==> config.mk <==
export PLATFORM = sky130hd
export DESIGN_NAME = analog_stick_top
export DESIGN_NICKNAME = d
export VERILOG_FILES = /design/src/logic/stick_pkg.sv /design/src/logic/mouse_pkg.sv /design/src/logic/analog_stick_top.sv /design/src/logic/stick_port_mapper.sv /design/src/logic/mouse_stick_emulator.sv /design/src/logic/mouse_packet_decoder.sv
export SDC_FILE = /design/constraint.sdc
export NUM_CORES = 1
export LEC_CHECK = 0
export ABC_AREA = 1
export ABC_CLOCK_PERIOD_IN_PS = 1900
export CAP_MARGIN = 25
export CORE_MARGIN = 10
export CORE_UTILIZATION = 55
export DETAILED_ROUTE_END_ITERATION = 7
export DONT_BUFFER_PORTS = 1
export PLACE_DENSITY = 0.75
export RECOVER_POWER = 50
export SYNTH_ARGS = -nofsm -noshare
export SYNTH_HDL_FRONTEND = slang
export SYNTH_SLANG_ARGS = --single-unit
==> constraint.sdc <==
create_clock -name clk_sys -period 1.9 [get_ports clk_sys]
set_clock_uncertainty 0.15 [all_clocks]
set_input_delay 0.285 -clock clk_sys [delete_from_list [all_inputs] [get_ports clk_sys]]
set_output_delay 0.285 -clock clk_sys [all_outputs]
set_load 0.005 [all_outputs]
==> src/logic/stick_pkg.sv <==
package stick_pkg;

	// ========================================
	// host side stick values
	// ========================================

	// two's complement axis, centre is zero
	typedef logic signed [7:0] stick_axis_t;

	// limits of the emulated position
	localparam int STICK_POS_MIN = -128;
	localparam int STICK_POS_MAX = 127;

	// one physical stick: digital button word plus analog axes
	typedef struct packed {
		logic [15:0] buttons;
		stick_axis_t x;
		stick_axis_t y;
	} stick_phys_t;

	// fire position in the button word
	localparam int FIRE_BIT = 4;

	// stick chosen for port 1, fire active high
	typedef struct packed {
		stick_axis_t x;
		stick_axis_t y;
		logic        fire;
	} stick_primary_t;

	// ========================================
	// computer core side
	// ========================================

	// unsigned, inverted offset code widened to 12 bits
	typedef logic [11:0] core_axis_t;

	typedef struct packed {
		core_axis_t x;
		core_axis_t y;
		logic       fire_n;
	} core_port_t;

	// centred axes, fire released
	localparam core_port_t CORE_PORT_IDLE = '{x: 12'h7F7, y: 12'h7F7, fire_n: 1'b1};

endpackage

==> src/logic/mouse_pkg.sv <==
package mouse_pkg;

	// ========================================
	// ps/2 mouse packet as the host hands it over
	// ========================================

	// bit 24 flips once per new packet
	// bits 23:16 y movement byte, 15:8 x movement byte, 7:0 status byte
	typedef struct packed {
		logic       toggle;
		// y group, only the upper seven bits are used
		logic [6:0] y_move;
		logic       y_lsb;
		// x group, same split
		logic [6:0] x_move;
		logic       x_lsb;
		// status byte
		logic       y_ovf;
		logic       x_ovf;
		logic       y_sign;
		logic       x_sign;
		logic       always_one;
		logic       btn_mid;
		logic [1:0] buttons;
	} mouse_packet_t;

	// bit positions inside the flat 25-bit packet
	localparam int MOUSE_TOGGLE_BIT  = 24;
	localparam int MOUSE_Y_FIELD_LSB = 17;
	localparam int MOUSE_X_FIELD_LSB = 9;
	localparam int MOUSE_Y_SIGN_BIT  = 5;
	localparam int MOUSE_X_SIGN_BIT  = 4;
	// movement bits per axis, below the sign
	localparam int MOUSE_FIELD_W     = 7;

	// ========================================
	// decoded movement
	// ========================================

	// one axis delta, sign extended
	typedef logic signed [8:0] mouse_delta_t;

	// per packet movement, y still in mouse sense (up positive)
	typedef struct packed {
		mouse_delta_t dx;
		mouse_delta_t dy;
	} mouse_move_t;

	// largest step kept from a single packet
	localparam int MOUSE_STEP_LIMIT = 10;

endpackage
==> src/logic/analog_stick_top.sv <==
`timescale 1ns/1ps

module analog_stick_top (
	input  logic                     clk_sys,
	input  logic                     rst_n,
	input  mouse_pkg::mouse_packet_t mouse_pkt,
	input  stick_pkg::stick_phys_t   joy_a,
	input  stick_pkg::stick_phys_t   joy_b,
	input  logic                     mouse_disable,
	input  logic                     swap_ports,
	input  logic                     reset_req,
	output stick_pkg::core_port_t    port_1,
	output stick_pkg::core_port_t    port_2
);

	import mouse_pkg::*;
	import stick_pkg::*;

	// ========================================
	// stage links
	// ========================================

	// decoder to emulator
	logic        move_stb;
	mouse_move_t move;

	// emulator to mapper
	stick_primary_t stick_primary;

	// packet decode, one strobe per toggle change
	mouse_packet_decoder u_decoder (
		.clk_sys   (clk_sys),
		.rst_n     (rst_n),
		.mouse_pkt (mouse_pkt),
		.move_stb  (move_stb),
		.move      (move)
	);

	// position integration and primary stick select
	mouse_stick_emulator u_emulator (
		.clk_sys       (clk_sys),
		.rst_n         (rst_n),
		.move_stb      (move_stb),
		.move          (move),
		.mouse_buttons (mouse_pkt.buttons),
		.joy_a         (joy_a),
		.mouse_disable (mouse_disable),
		.reset_req     (reset_req),
		.primary       (stick_primary)
	);

	// core format and port swap
	stick_port_mapper u_mapper (
		.clk_sys    (clk_sys),
		.rst_n      (rst_n),
		.primary    (stick_primary),
		.joy_b      (joy_b),
		.swap_ports (swap_ports),
		.port_1     (port_1),
		.port_2     (port_2)
	);

endmodule

==> src/logic/stick_port_mapper.sv <==
`timescale 1ns/1ps

module stick_port_mapper (
	input  logic                      clk_sys,
	input  logic                      rst_n,
	input  stick_pkg::stick_primary_t primary,
	input  stick_pkg::stick_phys_t    joy_b,
	input  logic                      swap_ports,
	output stick_pkg::core_port_t     port_1,
	output stick_pkg::core_port_t     port_2
);

	import stick_pkg::*;

	// ========================================
	// axis conversion
	// ========================================

	// flip the top bit for offset binary, then invert the direction
	// upper nibble repeated below to stretch 8 bits over 12
	function automatic core_axis_t to_core_axis(input stick_axis_t a);
		logic [7:0] code;
		code = 8'hFF - {~a[7], a[6:0]};
		return {code, code[7:4]};
	endfunction

	// full port value, fire goes active low
	function automatic core_port_t to_core_port(
		input stick_axis_t x,
		input stick_axis_t y,
		input logic        fire
	);
		core_port_t p;
		p.x      = to_core_axis(x);
		p.y      = to_core_axis(y);
		p.fire_n = ~fire;
		return p;
	endfunction

	// ========================================
	// per stick core values
	// ========================================

	// primary stick, mouse or joystick 1
	core_port_t prim_port;
	// second physical stick
	core_port_t joyb_port;

	assign prim_port = to_core_port(primary.x, primary.y, primary.fire);
	assign joyb_port = to_core_port(joy_b.x, joy_b.y, joy_b.buttons[FIRE_BIT]);

	// ========================================
	// port routing
	// ========================================

	// ports come out of reset centred with fire released
	always_ff @(posedge clk_sys or negedge rst_n) begin
		if (!rst_n) begin
			port_1 <= CORE_PORT_IDLE;
			port_2 <= CORE_PORT_IDLE;
		end else if (swap_ports) begin
			// exchanged
			port_1 <= joyb_port;
			port_2 <= prim_port;
		end else begin
			// normal order
			port_1 <= prim_port;
			port_2 <= joyb_port;
		end
	end

endmodule

==> src/logic/mouse_stick_emulator.sv <==
`timescale 1ns/1ps

module mouse_stick_emulator (
	input  logic                      clk_sys,
	input  logic                      rst_n,
	input  logic                      move_stb,
	input  mouse_pkg::mouse_move_t    move,
	input  logic [1:0]                mouse_buttons,
	input  stick_pkg::stick_phys_t    joy_a,
	input  logic                      mouse_disable,
	input  logic                      reset_req,
	output stick_pkg::stick_primary_t primary
);

	import stick_pkg::*;

	// ========================================
	// position state
	// ========================================

	// set by the first packet, dropped by any clear source
	logic        emulating;
	stick_axis_t pos_x;
	stick_axis_t pos_y;

	// wide sums, room for one step past either limit
	logic signed [9:0] sum_x;
	logic signed [9:0] sum_y;

	// clear sources
	logic clear;

	// x follows the mouse, y is flipped to screen sense
	assign sum_x = {{2{pos_x[7]}}, pos_x} + {move.dx[8], move.dx};
	assign sum_y = {{2{pos_y[7]}}, pos_y} - {move.dy[8], move.dy};

	// real stick activity, soft reset or mouse off
	assign clear = (|joy_a.buttons) | reset_req | mouse_disable;

	// clip a wide sum back into the axis range
	function automatic stick_axis_t saturate(input logic signed [9:0] v);
		if (v < STICK_POS_MIN) begin
			return stick_axis_t'(STICK_POS_MIN);
		end
		if (v > STICK_POS_MAX) begin
			return stick_axis_t'(STICK_POS_MAX);
		end
		return v[7:0];
	endfunction

	// clear takes priority over a strobe in the same cycle
	always_ff @(posedge clk_sys or negedge rst_n) begin
		if (!rst_n) begin
			emulating <= 1'b0;
			pos_x     <= '0;
			pos_y     <= '0;
		end else if (clear) begin
			emulating <= 1'b0;
			pos_x     <= '0;
			pos_y     <= '0;
		end else if (move_stb) begin
			emulating <= 1'b1;
			pos_x     <= saturate(sum_x);
			pos_y     <= saturate(sum_y);
		end
	end

	// ========================================
	// primary stick select
	// ========================================

	stick_primary_t primary_next;

	always_comb begin
		if (emulating) begin
			primary_next.x    = pos_x;
			primary_next.y    = pos_y;
			// either mouse button fires
			primary_next.fire = |mouse_buttons;
		end else begin
			primary_next.x    = joy_a.x;
			primary_next.y    = joy_a.y;
			primary_next.fire = joy_a.buttons[FIRE_BIT];
		end
	end

	// registered, one cycle behind the position
	always_ff @(posedge clk_sys or negedge rst_n) begin
		if (!rst_n) begin
			primary <= '0;
		end else begin
			primary <= primary_next;
		end
	end

endmodule

==> src/logic/mouse_packet_decoder.sv <==
`timescale 1ns/1ps

module mouse_packet_decoder (
	input  logic                    clk_sys,
	input  logic                    rst_n,
	input  mouse_pkg::mouse_packet_t mouse_pkt,
	output logic                    move_stb,
	output mouse_pkg::mouse_move_t   move
);

	import mouse_pkg::*;

	// ========================================
	// packet detection
	// ========================================

	// toggle seen on the previous edge
	logic toggle_q;
	logic pkt_new;

	// any change of the toggle means a fresh packet
	assign pkt_new = mouse_pkt[MOUSE_TOGGLE_BIT] != toggle_q;

	always_ff @(posedge clk_sys or negedge rst_n) begin
		if (!rst_n) begin
			toggle_q <= 1'b0;
		end else begin
			toggle_q <= mouse_pkt[MOUSE_TOGGLE_BIT];
		end
	end

	// ========================================
	// delta extraction
	// ========================================

	// sign extend a 7-bit field, then limit to +-MOUSE_STEP_LIMIT
	function automatic mouse_delta_t clamp_step(
		input logic                     sign,
		input logic [MOUSE_FIELD_W-1:0] field
	);
		mouse_delta_t raw;
		raw = {sign, sign, field};
		if (raw > MOUSE_STEP_LIMIT) begin
			return mouse_delta_t'(MOUSE_STEP_LIMIT);
		end
		if (raw < -MOUSE_STEP_LIMIT) begin
			return mouse_delta_t'(-MOUSE_STEP_LIMIT);
		end
		return raw;
	endfunction

	mouse_move_t move_next;

	always_comb begin
		move_next.dx = clamp_step(mouse_pkt[MOUSE_X_SIGN_BIT],
			mouse_pkt[MOUSE_X_FIELD_LSB +: MOUSE_FIELD_W]);
		// y stays up positive here
		move_next.dy = clamp_step(mouse_pkt[MOUSE_Y_SIGN_BIT],
			mouse_pkt[MOUSE_Y_FIELD_LSB +: MOUSE_FIELD_W]);
	end

	// ========================================
	// output registers
	// ========================================

	// one cycle strobe per packet, no stall path
	always_ff @(posedge clk_sys or negedge rst_n) begin
		if (!rst_n) begin
			move_stb <= 1'b0;
		end else begin
			move_stb <= pkt_new;
		end
	end

	// payload only loaded with a packet
	always_ff @(posedge clk_sys) begin
		if (pkt_new) begin
			move <= move_next;
		end
	end

endmodule

==> results of run 1 <==
## what timing repair did
action                                  in CTS  in global routing
hold endpoints to repair                   125                 70
resized for setup                           16                 32
pin swaps                                   11                 26
buffers inserted                             3                  7
endpoints found under the setup margin      15                 17
## sequential cells by signal (all words and copies together) (netlist names)
register,cells
u_decoder.move_stb,1
u_emulator.pos_x,8
u_emulator.primary,17
u_emulator.pos_y,8
u_decoder.toggle_q,1
u_mapper.port_2,17
u_decoder.move,16
u_emulator.emulating,1
u_mapper.port_1,17
## power breakdown
group,leakage (nW),internal (W),switching [W]
sequential,0.979,0.00203,0.0000758
combinational,1.67,0.000270,0.000285
clock,0.110,0.000669,0.000716
## routing by layer
| layer | GRT usage [%] | up-vias | part of all wire [%] |
|---|---|---|---|
| met5 | 0 | - | 0 |
| met4 | 4.97 | 0 | 1.8 |
| met3 | 3.68 | 23 | 7.2 |
| met2 | 28.8 | 165 | 48 |
| met1 | 21.9 | 1638 | 43 |
| li1 | - | 1761 | - |
## kinds of logic (layout without fill, tap and decap cells)
kind of cell,after synthesis,after routing,share of synthesized area [%]
AO/OA/AOI/OAI,71,71,8.50
AND/OR/NAND/NOR,213,213,20.6
adder cells (fa/ha/maj),20,20,5.81
flip-flops,86,86,49.7
multiplexers,12,12,2.96
buffers and inverters,105,182,10.2
XOR/XNOR,11,11,2.11
## area by class of cell
type	count	area, sq um	share of cell area (%)
Inverter	77	289	4.99
Clock inverter	6	73.8	1.28
Multi-Input combinational cell	327	2070	35.8
Sequential cell	86	2270	39.2
Clock buffer	10	138	2.38
Tap cell	105	131	2.27
Timing Repair Buffer	89	816	14.1
## per-stage QoR
step	hold WS, ns	worst slack (ns)	TNS, ns	power [W]	util (%)
3_3_place_gp	-0.158	-0.128	-1.44	0.00251	59.0
2_1_floorplan	-0.161	-0.00418	-0.0293	0.00245	-
5_1_grt	-0.551	-0.252	-3.15	0.00423	71.2
3_5_place_dp	-0.158	-0.188	-1.92	0.00253	59.0
4_1_cts	-0.538	-0.135	-1.54	0.00402	68.3
6_report	-0.530	-0.139	-1.31	0.00405	71.2
## final timing paths
path	depth (start not counted)	endpoint	slack, ns	startpoint
min	0	u_decoder.toggle_q	-0.53	rst_n
min reg2reg	1	u_mapper.port_2[6]	0.26	u_emulator.primary[2]
max in group asynchronous	0	u_mapper.port_2[20]	1.91	rst_n
max reg2reg	14	u_emulator.pos_x[2]	-0.14	u_emulator.pos_x[0]
min in group clk_sys	1	u_decoder.move[0]	0.03	mouse_pkt[17]
max	14	u_emulator.pos_x[2]	-0.14	u_emulator.pos_x[0]
## critical path: stages (launching register included)
cell      delay, ns
dfrtp_1        0.38
ha_2           0.20
inv_2          0.04
fa_2           0.33
nand3b_1       0.16
nand2_1        0.10
nand2_1        0.05
nand3_1        0.06
nand2_1        0.06
inv_1          0.06
nand2_2        0.06
nand2_4        0.11
nand2_1        0.07
nand2_1        0.07
nand2_1        0.05
## cell usage in the layout, fill, tap and decap left out, types with 3 or more instances in the layout
cell type	count
xor2_1	6
buf_12	3
ha_1	6
ha_4	11
inv_2	6
dfrtp_1	40
dlygate4sd3_1	42
nor2_1	37
dfstp_2	30
inv_6	3
nand3_2	3
o21ai_0	23
xnor2_1	5
inv_1	71
a21oi_1	39
nand2_1	120
buf_4	43
mux2_2	12
a21oi_4	3
nand3_1	10
edfxtp_1	16
clkbuf_8	10
nand2_2	21
or2_4	3
==> impl_metrics.py, run 1 <==
metrics = {
    "timing": {
        "tightest_slew_ns": 0.314,
        "slew_headroom_pct": 79.0,
        "setup_slack_ns": -0.139,
        "finalSetupViolCount": 14,
        "period_needed_ns": 2.04,
        "rsz0062_at_grt": "true",
        "slew_violations": 0,
        "whs_ns": -0.530,
        "fmax_mhz": 490,
        "hold_viol_final": 70,
        "period_share_pct": 107,
    },
    "power": {
        "pwr_density_cell_nw_per_um2": 700,
        "p_leak_nw": 2.76,
        "peakVddDrop_uv": 438,
    },
    "detailed_routing": {
        "avgViaCountPerCell": 5.12,
        "drt_iter0_drc": 250,
        "ant_nets": 0,
        "detail_route.first_pass.iterations": 5,
        "vias": 3587,
        "drc": 0,
        "post_drt_wl_per_cell_um": 15.7,
        "routed_wl_mm": 11.0,
    },
    "synthesis": {
        "syn_area_sq_um": 4560,
        "synth_area_per_cell_sq_um": 8.81,
        "yosysUniqueCellTypes": 36,
        "syn_inst": 518,
        "synth_top_area_share_pct": 21.9,
        "yosysWarnings": 0,
        "yosysTopAreaCell": "dfrtp_1",
        "async_flop_share_pct": 81.4,
        "syn_nets": 632,
        "synth_edf_count": 16,
        "synth-seq-area-share_pct": 49.7,
        "synth-main-ff-cell": "dfrtp_1",
        "synth_most_common_cell": "nand2_1",
        "synthTopCellsByArea": "dfrtp_1 22%, dfstp_2 17%, nand2_1 11%, edfxtp_1 11%, inv_1 6.3%",
        "synth_common_cells": "138 x nand2_1, 76 x inv_1, 42 x a21oi_1, 40 x dfrtp_1, 39 x nor2_1",
        "ys_seq_elements": 86,
    },
    "layout": {
        "nFillCells": 548,
        "instances_no_fill": 700,
        "layout-drive-gt1-share_pct": 28.1,
        "layout.nets": 704,
        "design_area_sq_um": 5790,
        "diodes": 0,
        "syn_to_final_growth_pct": 26.9,
    },
    "cts": {
        "cts_tree": "done",
        "postCtsHoldBufs": 44,
        "cts_buffer_depth": 2,
        "htree_levels": 3,
        "cts.sinks": 86,
        "clk_pin_slew_worst_paths_ns": 0.09,
        "clkLatencyLatePin_ns": 0.35,
        "numCtsBuffers": 9,
        "cts-root-buf": "clkbuf_8",
    },
    "die": {
        "rows": 33,
        "die_h_um": 111,
        "core_area_sq_um": 8130,
        "io_pins": 144,
        "die_area_sq_um": 12300,
        "initial_core_util_pct": 56.1,
        "die_w_um": 111,
    },
    "critical_path": {
        "cp_max_fo": 7,
        "worst_ep_required_time_ns": 2.00,
        "worstSetupEndpointType": "flip-flop",
        "crit_path_start_kind": "flip-flop",
        "critPathKind": "flip-flop to flip-flop",
        "critical_path_arrival_ns": 2.14,
    },
    "status": {
        "violations": "hold timing, setup timing",
        "outcome": "finished with violations",
    },
    "placement": {
        "placed_cells": 630,
        "dp_hpwl_mm": 7.76,
        "gp_congestion": 0.860,
        "placed_area_sq_um": 4800,
        "port_buffers": 0,
    },
    "global_routing": {
        "antenna_found_initial": 0,
        "overflow": 0,
        "grt_pass1_wl_mm": 17.9,
        "grt_pass1_vias": 3612,
        "grt_max_degree": 71,
        "grt_util_all_layers_pct": 17.2,
    },
    "worst_hold_path": {
        "hp-class": "input pin to async pin",
    },
    "run": {
        "cap_violations": 0,
    },
}
Power figures use the tool's default switching activity.
==> inputs of run 2 (changes only) <==
--- a/config.mk
+++ b/config.mk
@@ -5,11 +5,11 @@
 export SDC_FILE = /design/constraint.sdc
 export NUM_CORES = 1
 export LEC_CHECK = 0
-export ABC_AREA = 1
 export ABC_CLOCK_PERIOD_IN_PS = 1900
 export CAP_MARGIN = 25
 export CORE_MARGIN = 10
 export CORE_UTILIZATION = 55
+export CTS_CLUSTER_SIZE = 12
 export DETAILED_ROUTE_END_ITERATION = 7
 export DONT_BUFFER_PORTS = 1
 export PLACE_DENSITY = 0.75
==> impl_metrics.py, run 2 <==
metrics = {
    "die": {
        "io_pins": 144,
        "initial_core_util_pct": 56.1,
        "die_w_um": 109,
        "die_area_sq_um": 11800,
        "core_area_sq_um": 7690,
        "die_h_um": 109,
        "rows": 32,
    },
    "critical_path": {
        "cpPeakStageDelay_ns": 0.39,
        "worstSetupEndpointType": "flip-flop",
        "cpMaxStageDelayCell": "dfrtp_1",
        "critical_path_arrival_ns": 2.63,
        "cp_max_fo": 7,
        "path_buf_inv": 2,
        "crit_path_start_kind": "flip-flop",
        "worst_ep_required_time_ns": 2.03,
        "critPathKind": "flip-flop to flip-flop",
        "crit_chain": "inv_1, ha_2, inv_2, fa_2, a211o_1, a21oi_2, o221ai_2, o311ai_4, nor2_1, o21ai_1",
        "cpLargestDelayFamily": "compound AO/OA/AOI/OAI gates",
    },
    "power": {
        "pwr_density_cell_nw_per_um2": 698,
        "switchingPower_w": 0.00100,
        "pwr-share-seq_pct": 53.0,
        "power.share.clock_pct": 34.7,
        "internal_power_w": 0.00298,
        "pwr-share-comb_pct": 12.4,
        "peakVddDrop_uv": 583,
        "power.total_w": 0.00398,
        "p_leak_nw": 2.49,
        "p_sw_share_pct": 25.2,
    },
    "synthesis": {
        "synth-seq-area-share_pct": 52.7,
        "ys_seq_elements": 86,
        "synthTopCellsByArea": "dfrtp_1 23%, dfstp_2 18%, edfxtp_1 11%, mux2i_1 7.0%, ha_1 5.2%",
        "synth_area_per_cell_sq_um": 11.5,
        "syn_inst": 376,
        "synth_top_area_share_pct": 23.2,
        "synth-main-ff-cell": "dfrtp_1",
        "yosysUniqueCellTypes": 50,
        "synth_common_cells": "47 x nor2_1, 40 x dfrtp_1, 30 x dfstp_2, 30 x mux2i_1, 23 x nand2_1",
        "synth_most_common_cell": "nor2_1",
        "syn_nets": 490,
        "synth_edf_count": 16,
        "yosysTopAreaCell": "dfrtp_1",
        "async_flop_share_pct": 81.4,
        "syn_area_sq_um": 4310,
        "yosysWarnings": 0,
    },
    "cts": {
        "cts.sinks": 86,
        "cts_buffer_depth": 2,
        "numCtsBuffers": 9,
        "postCtsHoldBufs": 56,
        "htree_levels": 3,
        "cts_tree": "done",
        "clkLatencyLatePin_ns": 0.36,
        "cts-root-buf": "clkbuf_8",
        "clk_pin_slew_worst_paths_ns": 0.09,
    },
    "detailed_routing": {
        "routed_wl_mm": 10.7,
        "drt_iter0_drc": 187,
        "avgViaCountPerCell": 5.38,
        "ant_nets": 0,
        "post_drt_wl_per_cell_um": 18.3,
        "detail_route.first_pass.iterations": 4,
        "drc": 0,
        "vias": 3141,
    },
    "layout": {
        "layout.nets": 591,
        "reg_top3": "u_emulator.primary (17), u_mapper.port_1 (17), u_mapper.port_2 (17)",
        "seqCellArea_sq_um": 2270,
        "diodes": 0,
        "syn_to_final_growth_pct": 32.4,
        "final_cell_mix": "55 x dlygate4sd3_1, 54 x buf_4, 46 x nor2_1, 39 x dfrtp_1",
        "layout_commonest_cell": "dlygate4sd3_1",
        "instances_no_fill": 584,
        "layout-drive-gt1-share_pct": 34.6,
        "design_area_sq_um": 5710,
        "nFillCells": 492,
        "multiInputGateArea_sq_um": 2010,
    },
    "run": {
        "cap_violations": 0,
    },
    "timing": {
        "period_share_pct": 132,
        "setup_tns_ns": -6.71,
        "finalSetupViolCount": 15,
        "whs_ns": -0.543,
        "tightest_slew_ns": 0.513,
        "slew_violations": 0,
        "slew_headroom_pct": 65.8,
        "period_needed_ns": 2.50,
        "fmax_mhz": 400,
        "rsz0062_at_grt": "true",
        "hold_viol_final": 70,
        "setup_slack_ns": -0.599,
    },
    "status": {
        "outcome": "finished with violations",
        "violations": "hold timing, setup timing",
    },
    "placement": {
        "gp_congestion": 0.881,
        "dp_hpwl_mm": 7.28,
        "port_buffers": 0,
        "placed_cells": 507,
        "placed_area_sq_um": 4740,
    },
    "global_routing": {
        "grt_pass1_wl_mm": 17.1,
        "grt_max_degree": 71,
        "overflow": 0,
        "grt_pass1_vias": 3410,
        "grt_util_all_layers_pct": 18.3,
        "antenna_found_initial": 0,
    },
    "worst_hold_path": {
        "hp-class": "input pin to async pin",
    },
}
[run 2: what timing repair did]
action	in CTS	in global routing
pin swaps	16	18
hold endpoints to repair	134	70
endpoints found under the setup margin	16	16
resized for setup	16	20
buffers inserted	4	3
[run 2: path summary, 6_finish.rpt]
kind | start | endpoint | slack (ns) | depth (start not counted)
min in group clk_sys | mouse_pkt[13] | u_decoder.move[13] | 0.01 | 2
max in group asynchronous | rst_n | u_mapper.port_1[8] | 1.93 | 0
setup reg to reg | u_emulator.pos_y[0] | u_emulator.pos_y[6] | -0.60 | 10
hold / removal | rst_n | u_emulator.primary[0] | -0.54 | 0
hold reg to reg | u_emulator.primary[6] | u_mapper.port_1[10] | 0.27 | 1
setup / recovery | u_emulator.pos_y[0] | u_emulator.pos_y[6] | -0.60 | 10
[run 2: logic make-up (layout without fill, tap and decap cells)]
logic type,Yosys count,after routing,synth area share (%)
AND/OR/NAND/NOR,100,100,11.1
flip-flops,86,86,52.7
AO/OA/AOI/OAI,71,71,11.5
multiplexers,50,50,12.2
buffers and inverters,44,150,5.40
adder cells (fa/ha/maj),20,20,6.15
XOR/XNOR,5,5,1.02
[run 2: stage by stage]
stage | utilization, % | hold WS [ns] | setup slack (ns)
2_1_floorplan | - | -0.161 | -0.418
3_3_place_gp | 61.7 | -0.158 | -0.481
3_5_place_dp | 61.7 | -0.158 | -0.618
4_1_cts | 73.2 | -0.552 | -0.612
5_1_grt | 74.3 | -0.561 | -0.737
6_report | 74.3 | -0.543 | -0.599
[run 2: cell type report]
| class | count | area share [%] |
|---|---|---|
| multi-input combinational | 246 | 35.2 |
| sequential | 86 | 39.8 |
| clock inverter | 6 | 1.34 |
| tap | 102 | 2.24 |
| inverter | 20 | 1.32 |
| clock buffer | 10 | 2.41 |
| timing repair buffer | 114 | 17.8 |
[run 2: power groups by stage]
| stage | clock network [W] | logic [W] | registers, W |
|---|---|---|---|
| after CTS | 0.00140 | 0.000465 | 0.00211 |
| after floorplan | 0 | 0.000294 | 0.00211 |
| after detailed placement | 0 | 0.000330 | 0.00214 |
| after global routing | 0.00148 | 0.000544 | 0.00213 |
| final | 0.00138 | 0.000493 | 0.00211 |
| after global placement | 0 | 0.000315 | 0.00214 |
[run 2: per-layer routing]
metal  track usage, %  routed length (um)
met5                0                   0
met4             4.24                 109
met3             5.35                 673
met2             32.0                5460
met1             21.6                4420
